==> src/rtl/rv_pkg.sv <==
package rv_pkg;

    typedef logic [31:0] word_t;
    typedef logic [31:0] addr_t;
    typedef logic [4:0]  reg_idx_t;

    // Base opcodes the core executes, anything else is turned into a bubble
    typedef enum logic [6:0] {
        OP_RTYPE = 7'b0110011,
        OP_ITYPE = 7'b0010011,
        OP_ILOAD = 7'b0000011,
        OP_IJALR = 7'b1100111,
        OP_STYPE = 7'b0100011,
        OP_BTYPE = 7'b1100011,
        OP_JAL   = 7'b1101111
    } opcode_t;

    typedef enum logic [2:0] {
        ALU_ADD,
        ALU_SUB,
        ALU_AND,
        ALU_OR,
        ALU_XOR,
        ALU_SLT
    } alu_op_t;

    typedef struct packed {
        logic [6:0] funct7;                  // Upper imm[11:5] for I-type
        reg_idx_t   rs2;                     // Lower imm[4:0] for I-type
        reg_idx_t   rs1;
        logic [2:0] funct3;
        reg_idx_t   rd;
        logic [6:0] opcode;
    } ri_view_t;

    typedef struct packed {
        logic [6:0] imm_hi;
        reg_idx_t   rs2;
        reg_idx_t   rs1;
        logic [2:0] funct3;
        logic [4:0] imm_lo;
        logic [6:0] opcode;
    } sb_view_t;

    typedef union packed {
        word_t    raw;
        ri_view_t ri;
        sb_view_t sb;
    } instr_u;

    localparam word_t NOP_WORD = 32'h0000_0013;  // ADDI x0, x0, 0

endpackage

==> src/rtl/core_ifs.sv <==
// Stall and flush controls from the hazard unit
interface hazard_ctrl_if ();
    logic if_id_flush;
    logic if_id_en;
    logic id_ex_flush;
    logic pc_en;

    modport hazard (output if_id_flush, if_id_en, id_ex_flush, pc_en);
    modport fetch  (input pc_en, if_id_flush, if_id_en);
    modport decode (input id_ex_flush);
endinterface

interface id_ex_if import rv_pkg::*; ();
    logic     valid;
    addr_t    pc;
    alu_op_t  alu_op;
    opcode_t  opcode;
    reg_idx_t rd;
    reg_idx_t rs1;
    reg_idx_t rs2;
    word_t    rs1_val;
    word_t    rs2_val;
    word_t    imm;

    modport source (output valid, pc, alu_op, opcode, rd, rs1, rs2, rs1_val, rs2_val, imm);
    modport sink   (input valid, pc, alu_op, opcode, rd, rs1, rs2, rs1_val, rs2_val, imm);
    modport hazard (input rd, opcode);
endinterface

interface writeback_if import rv_pkg::*; ();
    logic     we;
    reg_idx_t rd;
    word_t    data;

    modport source  (output we, rd, data);
    modport sink    (input we, rd, data);
    modport forward (input we, rd, data);
endinterface

==> src/rtl/decode_stage.sv <==
module decode_stage import rv_pkg::*; (
    input  logic          clk,
    input  logic          rst_n,
    hazard_ctrl_if.decode hz,
    input  word_t         if_id_instr,
    input  addr_t         if_id_pc,
    input  logic          if_id_valid,
    writeback_if.sink     wb,
    id_ex_if.source       ex,
    output reg_idx_t      id_rs1,
    output reg_idx_t      id_rs2,
    output opcode_t       id_opcode,
    output logic          invalid_inst
);

    instr_u   instr;
    word_t    regs [32];
    word_t    rs1_val;
    word_t    rs2_val;
    word_t    imm;
    alu_op_t  alu_op;
    reg_idx_t rd;
    logic     known_op;

    function automatic alu_op_t alu_decode(logic [2:0] funct3, logic sub);
        case (funct3)
            3'b000:  return sub ? ALU_SUB : ALU_ADD;
            3'b010:  return ALU_SLT;
            3'b100:  return ALU_XOR;
            3'b110:  return ALU_OR;
            3'b111:  return ALU_AND;
            default: return ALU_ADD;
        endcase
    endfunction

    assign instr     = if_id_instr;
    assign id_opcode = opcode_t'(instr.ri.opcode);
    assign id_rs1    = instr.ri.rs1;
    assign id_rs2    = instr.ri.rs2;

    // Write-first register file, x0 reads as zero
    assign rs1_val = (id_rs1 == '0) ? '0 : (wb.we && wb.rd == id_rs1) ? wb.data : regs[id_rs1];
    assign rs2_val = (id_rs2 == '0) ? '0 : (wb.we && wb.rd == id_rs2) ? wb.data : regs[id_rs2];

    always_ff @(posedge clk) begin
        if (wb.we && wb.rd != '0) regs[wb.rd] <= wb.data;
    end

    always_comb begin
        known_op = 1'b1;
        imm      = '0;
        alu_op   = ALU_ADD;
        rd       = instr.ri.rd;
        case (id_opcode)
            OP_RTYPE: alu_op = alu_decode(instr.ri.funct3, instr.ri.funct7[5]);
            OP_ITYPE: begin
                imm    = {{20{instr.ri.funct7[6]}}, instr.ri.funct7, instr.ri.rs2};
                alu_op = alu_decode(instr.ri.funct3, 1'b0);
            end
            OP_ILOAD, OP_IJALR: imm = {{20{instr.ri.funct7[6]}}, instr.ri.funct7, instr.ri.rs2};
            OP_STYPE: begin
                imm = {{20{instr.sb.imm_hi[6]}}, instr.sb.imm_hi, instr.sb.imm_lo};
                rd  = '0;                    // The rd bits hold imm_lo here
            end
            OP_BTYPE: begin
                imm    = {{20{instr.sb.imm_hi[6]}}, instr.sb.imm_lo[0], instr.sb.imm_hi[5:0],
                          instr.sb.imm_lo[4:1], 1'b0};
                rd     = '0;
                alu_op = instr.sb.funct3[0] ? ALU_XOR : ALU_SUB;  // BNE : BEQ
            end
            OP_JAL: imm = {{12{instr.raw[31]}}, instr.raw[19:12], instr.raw[20],
                           instr.raw[30:21], 1'b0};
            default: begin
                known_op = 1'b0;
                rd       = '0;
            end
        endcase
    end

    assign invalid_inst = if_id_valid && !known_op;

    always_ff @(posedge clk) begin
        if (!rst_n || hz.id_ex_flush) begin
            ex.valid  <= 1'b0;               // Bubble carries rd 0 so nothing matches it
            ex.rd     <= '0;
            ex.opcode <= OP_ITYPE;
        end else begin
            ex.valid  <= if_id_valid;
            ex.rd     <= rd;
            ex.opcode <= id_opcode;
        end
        ex.pc      <= if_id_pc;
        ex.alu_op  <= alu_op;
        ex.rs1     <= id_rs1;
        ex.rs2     <= id_rs2;
        ex.rs1_val <= rs1_val;
        ex.rs2_val <= rs2_val;
        ex.imm     <= imm;
    end

endmodule

==> src/rtl/execute_stage.sv <==
module execute_stage import rv_pkg::*; (
    input  logic          clk,
    input  logic          rst_n,
    id_ex_if.sink         ex,
    writeback_if.forward  wb,
    output logic          redirect_valid,
    output addr_t         redirect_pc,
    output logic          mem_valid,
    output logic          mem_is_load,
    output logic          mem_is_store,
    output reg_idx_t      mem_rd,
    output word_t         mem_result,
    output word_t         mem_store_data,
    output addr_t         mem_pc
);

    logic     ex_mem_we;
    reg_idx_t ex_mem_rd;
    word_t    ex_mem_data;
    word_t    rs1_fwd;
    word_t    rs2_fwd;
    word_t    op_b;
    word_t    alu_res;
    logic     is_jump;
    logic     taken;

    // ~~~~~~~~~~~~~~~~~~~~~~~~~~~~~~~~~~~~~~~~~~~~~~~~~~~~~~~~~~~~~~~~~~~~~~
    // Forwarding, newest value first
    // ~~~~~~~~~~~~~~~~~~~~~~~~~~~~~~~~~~~~~~~~~~~~~~~~~~~~~~~~~~~~~~~~~~~~~~
    assign ex_mem_we   = mem_valid && !mem_is_load && mem_rd != '0;  // Load data arrives later
    assign ex_mem_rd   = mem_rd;
    assign ex_mem_data = mem_result;

    assign rs1_fwd = (ex_mem_we && ex_mem_rd == ex.rs1) ? ex_mem_data :
                     (wb.we && wb.rd == ex.rs1) ? wb.data : ex.rs1_val;
    assign rs2_fwd = (ex_mem_we && ex_mem_rd == ex.rs2) ? ex_mem_data :
                     (wb.we && wb.rd == ex.rs2) ? wb.data : ex.rs2_val;

    assign op_b = (ex.opcode == OP_RTYPE || ex.opcode == OP_BTYPE) ? rs2_fwd : ex.imm;

    always_comb begin
        case (ex.alu_op)
            ALU_SUB: alu_res = rs1_fwd - op_b;
            ALU_AND: alu_res = rs1_fwd & op_b;
            ALU_OR:  alu_res = rs1_fwd | op_b;
            ALU_XOR: alu_res = rs1_fwd ^ op_b;
            ALU_SLT: alu_res = {31'b0, $signed(rs1_fwd) < $signed(op_b)};
            default: alu_res = rs1_fwd + op_b;
        endcase
    end

    // ~~~~~~~~~~~~~~~~~~~~~~~~~~~~~~~~~~~~~~~~~~~~~~~~~~~~~~~~~~~~~~~~~~~~~~
    // Branch and jump resolution
    // ~~~~~~~~~~~~~~~~~~~~~~~~~~~~~~~~~~~~~~~~~~~~~~~~~~~~~~~~~~~~~~~~~~~~~~
    assign is_jump = ex.opcode == OP_JAL || ex.opcode == OP_IJALR;
    // BEQ runs SUB and BNE runs XOR, both give zero on equal operands
    assign taken   = ex.opcode == OP_BTYPE && ((ex.alu_op == ALU_SUB) == (alu_res == '0));

    assign redirect_valid = ex.valid && (is_jump || taken);
    assign redirect_pc    = (ex.opcode == OP_IJALR) ? {alu_res[31:1], 1'b0} : ex.pc + ex.imm;

    always_ff @(posedge clk) begin
        if (!rst_n) begin
            mem_valid    <= 1'b0;
            mem_is_load  <= 1'b0;
            mem_is_store <= 1'b0;
            mem_rd       <= '0;
        end else begin
            mem_valid    <= ex.valid;
            mem_is_load  <= ex.valid && ex.opcode == OP_ILOAD;
            mem_is_store <= ex.valid && ex.opcode == OP_STYPE;
            mem_rd       <= ex.valid ? ex.rd : '0;
        end
        mem_result     <= is_jump ? ex.pc + 32'd4 : alu_res;  // Link value for jumps
        mem_store_data <= rs2_fwd;
        mem_pc         <= ex.pc;
    end

endmodule

==> src/rtl/fetch_stage.sv <==
module fetch_stage import rv_pkg::*; (
    input  logic          clk,
    input  logic          rst_n,
    hazard_ctrl_if.fetch  hz,
    input  logic          redirect_valid,
    input  addr_t         redirect_pc,
    output logic          ibus_cyc,
    output logic          ibus_stb,
    output addr_t         ibus_adr,
    input  word_t         ibus_dat_r,
    input  logic          ibus_ack,
    output logic          fetch_wait,
    output word_t         if_id_instr,
    output addr_t         if_id_pc,
    output logic          if_id_valid
);

    addr_t pc;                               // Address of the word being fetched or held
    addr_t pc_next;
    logic  req;                              // Wishbone cycle in progress
    logic  have;                             // Acked word parked until IF/ID takes it
    logic  have_next;
    word_t hold_instr;
    logic  discard;                          // Pending cycle belongs to a flushed path
    logic  bus_done;
    logic  ack_ok;
    logic  word_avail;
    logic  take;
    logic  issue;

    assign ibus_cyc   = req;
    assign ibus_stb   = req;
    assign bus_done   = req && ibus_ack;
    assign ack_ok     = bus_done && !discard;
    assign word_avail = have || ack_ok;
    assign fetch_wait = !word_avail;         // Nothing usable for IF/ID this cycle
    assign take       = hz.if_id_en && word_avail;

    always_comb begin
        pc_next   = pc;
        have_next = have;
        if (hz.pc_en) begin
            if (redirect_valid) pc_next = redirect_pc;
            else if (take) pc_next = pc + 32'd4;
        end
        if (redirect_valid || take) have_next = 1'b0;
        else if (ack_ok) have_next = 1'b1;
    end

    // A new cycle starts once the bus is free and no word is waiting
    assign issue = (!req || bus_done) && !have_next;

    always_ff @(posedge clk) begin
        if (!rst_n) begin
            pc       <= '0;
            req      <= 1'b0;
            have     <= 1'b0;
            discard  <= 1'b0;
            ibus_adr <= '0;
        end else begin
            pc   <= pc_next;
            have <= have_next;
            req  <= (req && !bus_done) || issue;
            if (issue) ibus_adr <= pc_next;  // Address only moves between cycles
            if (req && !ibus_ack && redirect_valid) discard <= 1'b1;
            else if (bus_done) discard <= 1'b0;
        end
        if (ack_ok) hold_instr <= ibus_dat_r;
    end

    always_ff @(posedge clk) begin
        if (!rst_n || hz.if_id_flush) begin
            if_id_instr <= NOP_WORD;
            if_id_valid <= 1'b0;
        end else if (hz.if_id_en) begin
            if_id_instr <= !word_avail ? NOP_WORD : (have ? hold_instr : ibus_dat_r);
            if_id_valid <= word_avail;
            if_id_pc    <= pc;
        end
    end

endmodule

==> src/rtl/hazard_unit.sv <==
module hazard_unit import rv_pkg::*; (
    input  reg_idx_t      id_rs1,
    input  reg_idx_t      id_rs2,
    input  opcode_t       id_opcode,
    id_ex_if.hazard       ex,
    input  logic          redirect_valid,
    input  logic          invalid_inst,
    input  logic          fetch_wait,
    hazard_ctrl_if.hazard hz
);

    logic     id_rs1_used;
    logic     id_rs2_used;
    reg_idx_t ex_rd;
    logic     ex_load_inst;
    logic     load_use;

    assign id_rs1_used = id_opcode inside {OP_RTYPE, OP_ITYPE, OP_ILOAD, OP_IJALR,
                                           OP_STYPE, OP_BTYPE};
    assign id_rs2_used = id_opcode inside {OP_RTYPE, OP_STYPE, OP_BTYPE};

    assign ex_rd        = ex.rd;
    assign ex_load_inst = (ex.opcode == OP_ILOAD);
    assign load_use     = ex_load_inst && ex_rd != '0 &&
                          ((id_rs1_used && id_rs1 == ex_rd) || (id_rs2_used && id_rs2 == ex_rd));

    always_comb begin
        hz.if_id_flush = 1'b0;
        hz.if_id_en    = 1'b1;
        hz.id_ex_flush = 1'b0;
        hz.pc_en       = 1'b1;
        if (redirect_valid) begin            // Two younger slots are dropped
            hz.if_id_flush = 1'b1;
            hz.if_id_en    = 1'b0;
            hz.id_ex_flush = 1'b1;
        end else if (load_use || (!invalid_inst && fetch_wait)) begin
            hz.if_id_en    = 1'b0;           // Hold IF and ID, bubble into EX
            hz.id_ex_flush = 1'b1;
            hz.pc_en       = 1'b0;
        end else if (invalid_inst) begin
            hz.id_ex_flush = 1'b1;
        end
    end

endmodule

==> src/rtl/mem_wb_stage.sv <==
module mem_wb_stage import rv_pkg::*; #(
    parameter int DMEM_WORDS = 64
) (
    input  logic          clk,
    input  logic          rst_n,
    input  logic          mem_valid,
    input  logic          mem_is_load,
    input  logic          mem_is_store,
    input  reg_idx_t      mem_rd,
    input  word_t         mem_result,
    input  word_t         mem_store_data,
    input  addr_t         mem_pc,
    writeback_if.source   wb,
    output logic          retire_valid,
    output addr_t         retire_pc,
    output reg_idx_t      retire_rd,
    output word_t         retire_data
);

    localparam int IDX_W = $clog2(DMEM_WORDS);

    word_t             dmem [DMEM_WORDS];
    logic [IDX_W-1:0]  dmem_idx;
    logic              wb_valid;
    reg_idx_t          wb_rd;
    word_t             wb_data;
    addr_t             wb_pc;

    // Byte address to word index, wrapped onto the RAM
    assign dmem_idx = IDX_W'((mem_result >> 2) % DMEM_WORDS);

    always_ff @(posedge clk) begin
        if (mem_valid && mem_is_store) dmem[dmem_idx] <= mem_store_data;
    end

    always_ff @(posedge clk) begin
        if (!rst_n) begin
            wb_valid <= 1'b0;
            wb_rd    <= '0;
        end else begin
            wb_valid <= mem_valid;
            wb_rd    <= mem_rd;
        end
        if (mem_rd == '0) wb_data <= '0;     // Stores and x0 targets report zero
        else wb_data <= mem_is_load ? dmem[dmem_idx] : mem_result;
        wb_pc <= mem_pc;
    end

    assign wb.we   = wb_valid && wb_rd != '0;
    assign wb.rd   = wb_rd;
    assign wb.data = wb_data;

    assign retire_valid = wb_valid;
    assign retire_pc    = wb_pc;
    assign retire_rd    = wb_rd;
    assign retire_data  = wb_data;

endmodule

==> src/rtl/rv_core.sv <==
module rv_core import rv_pkg::*; #(
    parameter int DMEM_WORDS = 64
) (
    input  logic     clk,
    input  logic     rst_n,
    output logic     ibus_cyc,
    output logic     ibus_stb,
    output addr_t    ibus_adr,
    input  word_t    ibus_dat_r,
    input  logic     ibus_ack,
    output logic     retire_valid,
    output addr_t    retire_pc,
    output reg_idx_t retire_rd,
    output word_t    retire_data
);

    logic     redirect_valid;
    addr_t    redirect_pc;
    logic     fetch_wait;
    word_t    if_id_instr;
    addr_t    if_id_pc;
    logic     if_id_valid;
    reg_idx_t id_rs1;
    reg_idx_t id_rs2;
    opcode_t  id_opcode;
    logic     invalid_inst;
    logic     mem_valid;
    logic     mem_is_load;
    logic     mem_is_store;
    reg_idx_t mem_rd;
    word_t    mem_result;
    word_t    mem_store_data;
    addr_t    mem_pc;

    hazard_ctrl_if hz_if ();
    id_ex_if       id_ex ();
    writeback_if   wb_if ();

    fetch_stage u_fetch (
        .clk, .rst_n, .hz(hz_if.fetch), .redirect_valid, .redirect_pc,
        .ibus_cyc, .ibus_stb, .ibus_adr, .ibus_dat_r, .ibus_ack,
        .fetch_wait, .if_id_instr, .if_id_pc, .if_id_valid
    );

    decode_stage u_decode (
        .clk, .rst_n, .hz(hz_if.decode), .if_id_instr, .if_id_pc, .if_id_valid,
        .wb(wb_if.sink), .ex(id_ex.source), .id_rs1, .id_rs2, .id_opcode, .invalid_inst
    );

    hazard_unit u_hazard (
        .id_rs1, .id_rs2, .id_opcode, .ex(id_ex.hazard),
        .redirect_valid, .invalid_inst, .fetch_wait, .hz(hz_if.hazard)
    );

    execute_stage u_execute (
        .clk, .rst_n, .ex(id_ex.sink), .wb(wb_if.forward), .redirect_valid, .redirect_pc,
        .mem_valid, .mem_is_load, .mem_is_store, .mem_rd, .mem_result, .mem_store_data,
        .mem_pc
    );

    mem_wb_stage #(.DMEM_WORDS(DMEM_WORDS)) u_mem_wb (
        .clk, .rst_n, .mem_valid, .mem_is_load, .mem_is_store, .mem_rd, .mem_result,
        .mem_store_data, .mem_pc, .wb(wb_if.source),
        .retire_valid, .retire_pc, .retire_rd, .retire_data
    );

endmodule

==> config.mk <==
export PLATFORM = sky130hd
export DESIGN_NAME = rv_core
export DESIGN_NICKNAME = d
export VERILOG_FILES = /design/src/rtl/rv_pkg.sv /design/src/rtl/core_ifs.sv /design/src/rtl/decode_stage.sv /design/src/rtl/execute_stage.sv /design/src/rtl/fetch_stage.sv /design/src/rtl/hazard_unit.sv /design/src/rtl/mem_wb_stage.sv /design/src/rtl/rv_core.sv
export SDC_FILE = /design/constraint.sdc
export NUM_CORES = 2
export LEC_CHECK = 0
export BUFFER_PORTS_ARGS = -buffer_cell sky130_fd_sc_hd__buf_2
export CAP_MARGIN = 20
export CORE_UTILIZATION = 40
export CTS_CLUSTER_DIAMETER = 200
export DETAILED_ROUTE_END_ITERATION = 8
export PLACE_DENSITY = 0.67
export SLEW_MARGIN = 25
export SYNTH_ARGS = -nofsm -noshare
export SYNTH_HDL_FRONTEND = slang
export SYNTH_HIERARCHICAL = 1
export SYNTH_SLANG_ARGS = --single-unit
==> constraint.sdc <==
create_clock -name clk -period 10.75 [get_ports clk]
set_input_delay 3.225 -clock clk [delete_from_list [all_inputs] [get_ports clk]]
set_output_delay 3.225 -clock clk [all_outputs]
set_load 0.02 [all_outputs]
-- Word level (Yosys, flattened, before mapping)
Memories as Yosys holds them, arrays and structs flattened. A register that Yosys moved wholly into a read port is not among the register bits.
Cells that the tools add are included.
- flip-flop bits (word level): 428
- latch bits: 0
- RAM bits: 3072
- bits in read-only memories: 0
- input bits: 35
- word-level logic and storage cells: 170
- memories kept: 2
- memories (name ; words ; bits a word ; read ports ; clocked after Yosys merged registers in ; wr ports ; RTL line ; text):
    u_mem_wb.dmem ; 64 ; 32 ; 1 ; 1 ; 1 ; mem_wb_stage.sv:22 ; word_t dmem [DMEM_WORDS];
    u_decode.regs ; 32 ; 32 ; 2 ; 2 ; 1 ; decode_stage.sv:17 ; word_t regs [32];
- $add $sub $neg: 5
- multiply operators: 0
- div/mod/pow operators: 0
- $lt $le $gt $ge: 1
- equality and inequality tests: 29
- shift-type cells: 0
- multiplexer cells: 36
- bitwise logic cells: 5
- reductions and logical operators: 64
- operator list (cell ; count):
    $mux W32 ; 13
    $pmux W32 S5 ; 1
    $pmux W32 S4 ; 1
    $add A32 B3 Y32 const B ; 2
    $add A32 B32 Y32 ; 2
    $eq A7 B7 Y1 const B ; 6
    $and A32 B32 Y32 ; 1
    $logic_not A32 Y1 ; 1
    $lt A32 B32 Y1 ; 1
    $or A32 B32 Y32 ; 1
    $sub A32 B32 Y32 ; 1
    $xor A32 B32 Y32 ; 1
    $eq A5 B5 Y1 ; 6
    $eq A7 B6 Y1 const B ; 4
    $logic_and A1 B1 Y1 ; 26
    $mux W1 ; 17
    $eq A3 B3 Y1 const B ; 5
    $logic_not A5 Y1 ; 3
    $pmux W3 S5 ; 1
    $reduce_bool A5 Y1 ; 3
    $eq A7 B2 Y1 const B ; 2
    $pmux W3 S4 ; 1
    $logic_or A1 B1 Y1 ; 11
    $logic_not A1 Y1 ; 10
    16 further kinds ; 20

-- Logic depth before layout (Yosys ltp)
- depth in word-level cells: 20
- mapped depth: 36

-- By module
The synthesis kept the hierarchy.
- modules (own cells, without submodules) (module ; instances ; cells each ; area each (um^2) ; sequential area each (um^2)):
    mem_wb_stage ; 1 ; 4329 ; 81330.5 ; 62900.3
    decode_stage ; 1 ; 2729 ; 51195.4 ; 33612.2
    execute_stage ; 1 ; 1751 ; 12470.7 ; 2082.0
    fetch_stage ; 1 ; 655 ; 6905.4 ; 3923.8
    hazard_unit ; 1 ; 32 ; 241.5 ; 0.0

-- Worst setup path after synthesis
Ideal clock, no wire load.
- path kind: reg-to-reg
- start: register u_mem_wb.wb_rd[1], in the netlist u_mem_wb/retire_rd[1]
- end: register u_fetch.if_id_pc[0] (enable)
- library setup time: 0.421 ns
- arrival time: 8.345 ns
- setup slack: 1.984 ns
- stages on the path, launching flop included: 32
- buffers on the path: 6
- period minus slack after synthesis: 8.766 ns
- cells stage by stage: dfxtp_1 > buf_4 > xor2_1 > nor4_1 > and3_1 > clkbuf_1 > clkbuf_1 > mux2i_1 > o21ai_0 > mux2_2 > ha_1 > inv_1 > fa_1 > nor2b_4 > o31a_1 > o21a_1 > o21a_1 > o311ai_2 > nand3_1 > or4_1 > or4_1 > or4_1 > and4bb_1 > nand3_1 > xnor2_1 > o31ai_1 > a221oi_1 > buf_2 > clkbuf_1 > inv_1 > clkbuf_1 > nor2_1
- RTL lines (what ; RTL line ; text):
    start, declared ; mem_wb_stage.sv:25 ; reg_idx_t wb_rd;
    start signal, assigned ; mem_wb_stage.sv:42 ; wb_rd <= mem_rd;
    $reduce_bool A5 Y1 ; mem_wb_stage.sv:49 ; assign wb.we = wb_valid && wb_rd != '0;
    $logic_and A1 B1 Y1 ; mem_wb_stage.sv:49 ;
    $logic_and A1 B1 Y1 * ; execute_stage.sv:37 ; (wb.we && wb.rd == ex.rs2) ? wb.data : ex.rs2_val;
    $mux W32 * ; execute_stage.sv:37 ;
    $mux W32 * ; execute_stage.sv:36 ; assign rs2_fwd = (ex_mem_we && ex_mem_rd == ex.rs2) ? ex_mem_data :
    via u_execute.rs2_fwd[0] ; execute_stage.sv:21 ; word_t rs2_fwd;
    $mux W32 * ; execute_stage.sv:39 ; assign op_b = (ex.opcode == OP_RTYPE || ex.opcode == OP_BTYPE) ? rs2_fwd : ex.imm;
    $add A32 B32 Y32, or another cell as far along ; execute_stage.sv:48 ; default: alu_res = rs1_fwd + op_b;
    [2 not listed] ; n/a ;
    $eq A1 B1 Y1 * ; execute_stage.sv:57 ; assign taken = ex.opcode == OP_BTYPE && ((ex.alu_op == ALU_SUB) == (alu_res == '0));
    $logic_and A1 B1 Y1 * ; execute_stage.sv:57 ;
    $logic_or A1 B1 Y1 * ; execute_stage.sv:59 ; assign redirect_valid = ex.valid && (is_jump || taken);
    $logic_and A1 B1 Y1 * ; execute_stage.sv:59 ;
    via redirect_valid ; rv_core.sv:17 ; logic redirect_valid;
    $mux W1 * ; hazard_unit.sv:32 ; if (redirect_valid) begin
    via hz_if.if_id_en ; core_ifs.sv:4 ; logic if_id_en;
    $reduce_and A2 Y1 (no source line) * ; n/a ;
    end signal, assigned ; fetch_stage.sv:78 ; if_id_pc <= pc;
    end, declared ; fetch_stage.sv:14 ; output addr_t if_id_pc,
Mark *: on every way through the listed nets, which the timed path passes. The rest lies on a longest branch.
A chain may end at the register's enable or synchronous reset.

-- Worst setup path in the final report
- start: register u_mem_wb.wb_rd[4], in the netlist u_mem_wb/retire_rd[4]
- end: register u_fetch.ibus_adr[30]
- RTL lines (what ; RTL line ; text):
    $reduce_bool A5 Y1 * ; mem_wb_stage.sv:49 ;
    $logic_and A1 B1 Y1 * ; mem_wb_stage.sv:49 ;
    via wb_if.we ; core_ifs.sv:31 ; logic we;
    $logic_and A1 B1 Y1 * ; execute_stage.sv:37 ;
    $mux W32 * ; execute_stage.sv:37 ;
    $mux W32 * ; execute_stage.sv:36 ;
    via u_execute.rs2_fwd[9] ; execute_stage.sv:21 ;
    $mux W32 * ; execute_stage.sv:39 ;
    [3 not listed] ; n/a ;
    $eq A1 B1 Y1 * ; execute_stage.sv:57 ;
    $logic_and A1 B1 Y1 * ; execute_stage.sv:57 ;
    $logic_or A1 B1 Y1 * ; execute_stage.sv:59 ;
    $logic_and A1 B1 Y1 * ; execute_stage.sv:59 ;
    via redirect_valid ; rv_core.sv:17 ;
    $mux W1 * ; hazard_unit.sv:32 ;
    via hz_if.pc_en ; core_ifs.sv:6 ; logic pc_en;
    $mux W32 * ; fetch_stage.sv:42 ; if (hz.pc_en) begin
    end signal, assigned ; fetch_stage.sv:64 ; if (issue) ibus_adr <= pc_next;
    end, declared ; fetch_stage.sv:9 ; output addr_t ibus_adr,
Marked as above.

==> results.cfg <==
[die]
start_util_pct = 40.2
fp-row-count = 226
ios = 139
fp.coreArea_um2 = 379000
chipWidth_um = 619
die_h_um = 619
dieArea_um2 = 383000

[pwr]
vdd_ir_drop_max_mv = 0.175
leakagePower_nw = 51.7
p_per_area_nw_per_um2 = 189
total_power_w = 0.0324

[placed_design]
dp.cells = 14300
dp_hpwl_um = 325000
placed_area_um2 = 159000
gp_congestion = 0.955
port_buffers = 138

[critical_path]
crit_path_start_kind = flip-flop
cp-startpoint = u_mem_wb/retire_rd[4]$_SDFF_PN0_
crit_type = flip-flop to flip-flop
critPathSlowestCell = a2111oi_0
worstSetupEndpointType = flip-flop
slowest_delay_ns = 0.77
crit_fanout = 35
r2r_start = u_mem_wb/retire_rd[4]$_SDFF_PN0_
crit_arrival_ns = 10.83
worstRegToRegCells = 28
r2r_end = u_fetch/ibus_adr[30]$_SDFFE_PN0P_
reg2reg_slack_ns = 0.75
worstPathRequired_ns = 11.58

[sta]
fin_skew_ns = 0.138
finalCritPeriodShare_pct = 93.0
slew_headroom_pct = 12.2
period_needed_ns = 10.0
finalHoldViolations = 0
finalSetupTns_ns = 0
rsz0062_at_grt = false
drv_slew = 0
setup_violations = 0
max_freq_ghz = 0.100
holdWs_ns = 0.324
tightest_slew_ns = 1.32

[min_path]
hp-class = flip-flop to flip-flop
hold_end = u_mem_wb/retire_pc[25]$_DFF_P_
hp-start = u_execute/mem_pc[25]$_DFF_P_
hold_path_depth = 0

[clock_tree]
clkTransAtPathRegs_ns = 0.07
post_cts_buffers = 0
clockBufferDepth = 4
cts.sinks = 3553
cts_tree = yes
cts_resized = 0
cts-buffers-inserted = 364
hold_buffers = 0
cts_max_level = 5
root_buffer = clkbuf_16
clkLatencyLatePin_ns = 1.01

[logic_synthesis]
avgSynthCellArea_um2 = 16.0
netlist_top_cells_count = edfxtp_1, mux4_2, nand2_1
synth-async-reset-ratio_pct = 0
synth-edff-count = 3136
dominantRegCellSynth = edfxtp_1
ys_warn_count = 6
synth_cell_types = 115
yosys-top-cells-area = edfxtp_1, mux4_2, dfxtp_1, mux2i_1, mux2_2
synth_top_area_share_pct = 61.9
netlist_area_um2 = 152000
synth_cells = 9496
synth_seq_cells = 3553
yosysSeqAreaShare_pct = 67.4
synth_area_leader_cell = edfxtp_1
yosysMostFrequentCell = edfxtp_1

[final_layout]
fin_area_um2 = 171000
fin_nets = 9829
stdcell_count = 15000
syn2layout_area_growth_pct = 12.5
drive_above_1_share_pct = 22.3

[job]
maxCapViolCount = 0

[detailed_routing]
firstDrtPassIters = 6
wl_per_cell_um = 35.8
detail_route.iter0.violations = 14100
finalWirelength_um = 537000
drc = 0
vias = 96300
vias_per_cell = 6.42
antenna_left = 0

[status]
status = complete, no violations

[global_routing]
grt_max_degree = 117
antenna_found_initial = 50
overflow = 0
grtUsageTotal_pct = 27.3
grt_pass1_wl_um = 737000
grt_pass1_vias = 93600
layout by cell type, fill, tap and decap left out, drive strengths merged, types with 31 or more instances in the layout:
master  instances
nand4          38
nand2b         37
edfxtp       3136
nor3           74
a31oi          49
o21ai         401
nor2          427
a221o          37
a21oi         394
ha            129
o211ai         44
nand3         188
and2           52
clkinv        140
o2111a         36
o22ai         230
a22oi         130
a21o           31
and3           46
a221oi        198
nand2         526
mux4          674
mux2          249
clkbuf        472
nor2b          46
a211oi         46
xor2           40
buf           485
dfxtp         417
inv           163
mux2i         414
xnor2          64
conb           32
a22o           44
area by class of cell:
cell class / count / area [um^2]
Multi-Input combinational cell: 5113 / 46500
Tap cell: 5016 / 6280
Sequential cell: 3553 / 103000
Clock buffer: 471 / 9710
Timing Repair Buffer: 486 / 3500
Antenna cell: 26 / 65.1
Clock inverter: 194 / 1910
Inverter: 144 / 549
Fill cell: 32100 / 207000
power by group:
| part | switching, W | internal, W |
|---|---|---|
| logic | 0.00319 | 0.00131 |
| registers | 0.000243 | 0.0152 |
| clock network | 0.00549 | 0.00696 |
through the flow:
stage,setup WS (ns),util (%)
2_1_floorplan,1.98,-
3_3_place_gp,1.05,42.1
3_5_place_dp,0.964,42.1
4_1_cts,0.890,45.2
5_1_grt,0.166,45.2
6_report,0.754,45.2
logic make-up after synthesis:
logic type | count (synthesis) | synth area share (%)
buffers and inverters | 861 | 2.85
multiplexers | 1337 | 14.5
XOR/XNOR | 104 | 0.599
other | 1 | 0.00246
AO/OA/AOI/OAI | 1937 | 8.68
flip-flops | 3553 | 67.4
AND/OR/NAND/NOR | 1571 | 4.83
adder cells (fa/ha/maj) | 132 | 1.10
state kept, by name, summed over array words and instances, names as in the netlist, 7 cells and up:
register and flops:
u_decode/ex.rs2_val 32, u_fetch/if_id_instr 32, u_fetch/hold_instr 32, u_decode/ex.pc 32, u_mem_wb/retire_data 32, u_execute/mem_pc 32, u_execute/mem_result 32, u_mem_wb/retire_pc 32
u_decode/ex.rs1_val 32, u_fetch/ibus_adr 32, u_execute/mem_store_data 32, u_fetch/pc 32, u_decode/ex.opcode 7, u_fetch/if_id_pc 32, u_decode/ex.imm 21, u_mem_wb/dmem 2048
u_decode/regs 1024
worst max path at each step:
stage                                         to
3_5_place_dp   u_fetch/ibus_adr[30]$_SDFFE_PN0P_
3_3_place_gp   u_fetch/ibus_adr[18]$_SDFFE_PN0P_
4_1_cts        u_fetch/ibus_adr[30]$_SDFFE_PN0P_
6_report       u_fetch/ibus_adr[30]$_SDFFE_PN0P_
2_1_floorplan      u_fetch/if_id_pc[0]$_DFFE_PP_
5_1_grt        u_fetch/ibus_adr[16]$_SDFFE_PN0P_
worst max-delay path, delay by kind of cell (launching register included):
family / cells / cell delay [ns]
and+or+nand+nor: 11 / 4.00
AOI/OAI and AO/OA: 10 / 2.84
buffers and inverters: 3 / 0.88
DFF: 1 / 0.71
muxes: 2 / 0.60
adders and majority gates: 1 / 0.47
xor gates and xnor gates: 1 / 0.29
metal layers:
layer | global-route usage (%) | vias up | part of all wire [%]
li1 | - | 38500 | -
met1 | 34.2 | 49400 | 35
met2 | 42.4 | 6909 | 46
met3 | 6.96 | 1507 | 12
met4 | 17.3 | 32 | 7.4
met5 | 0 | - | 0.049
(Power assumes the default switching activity.)
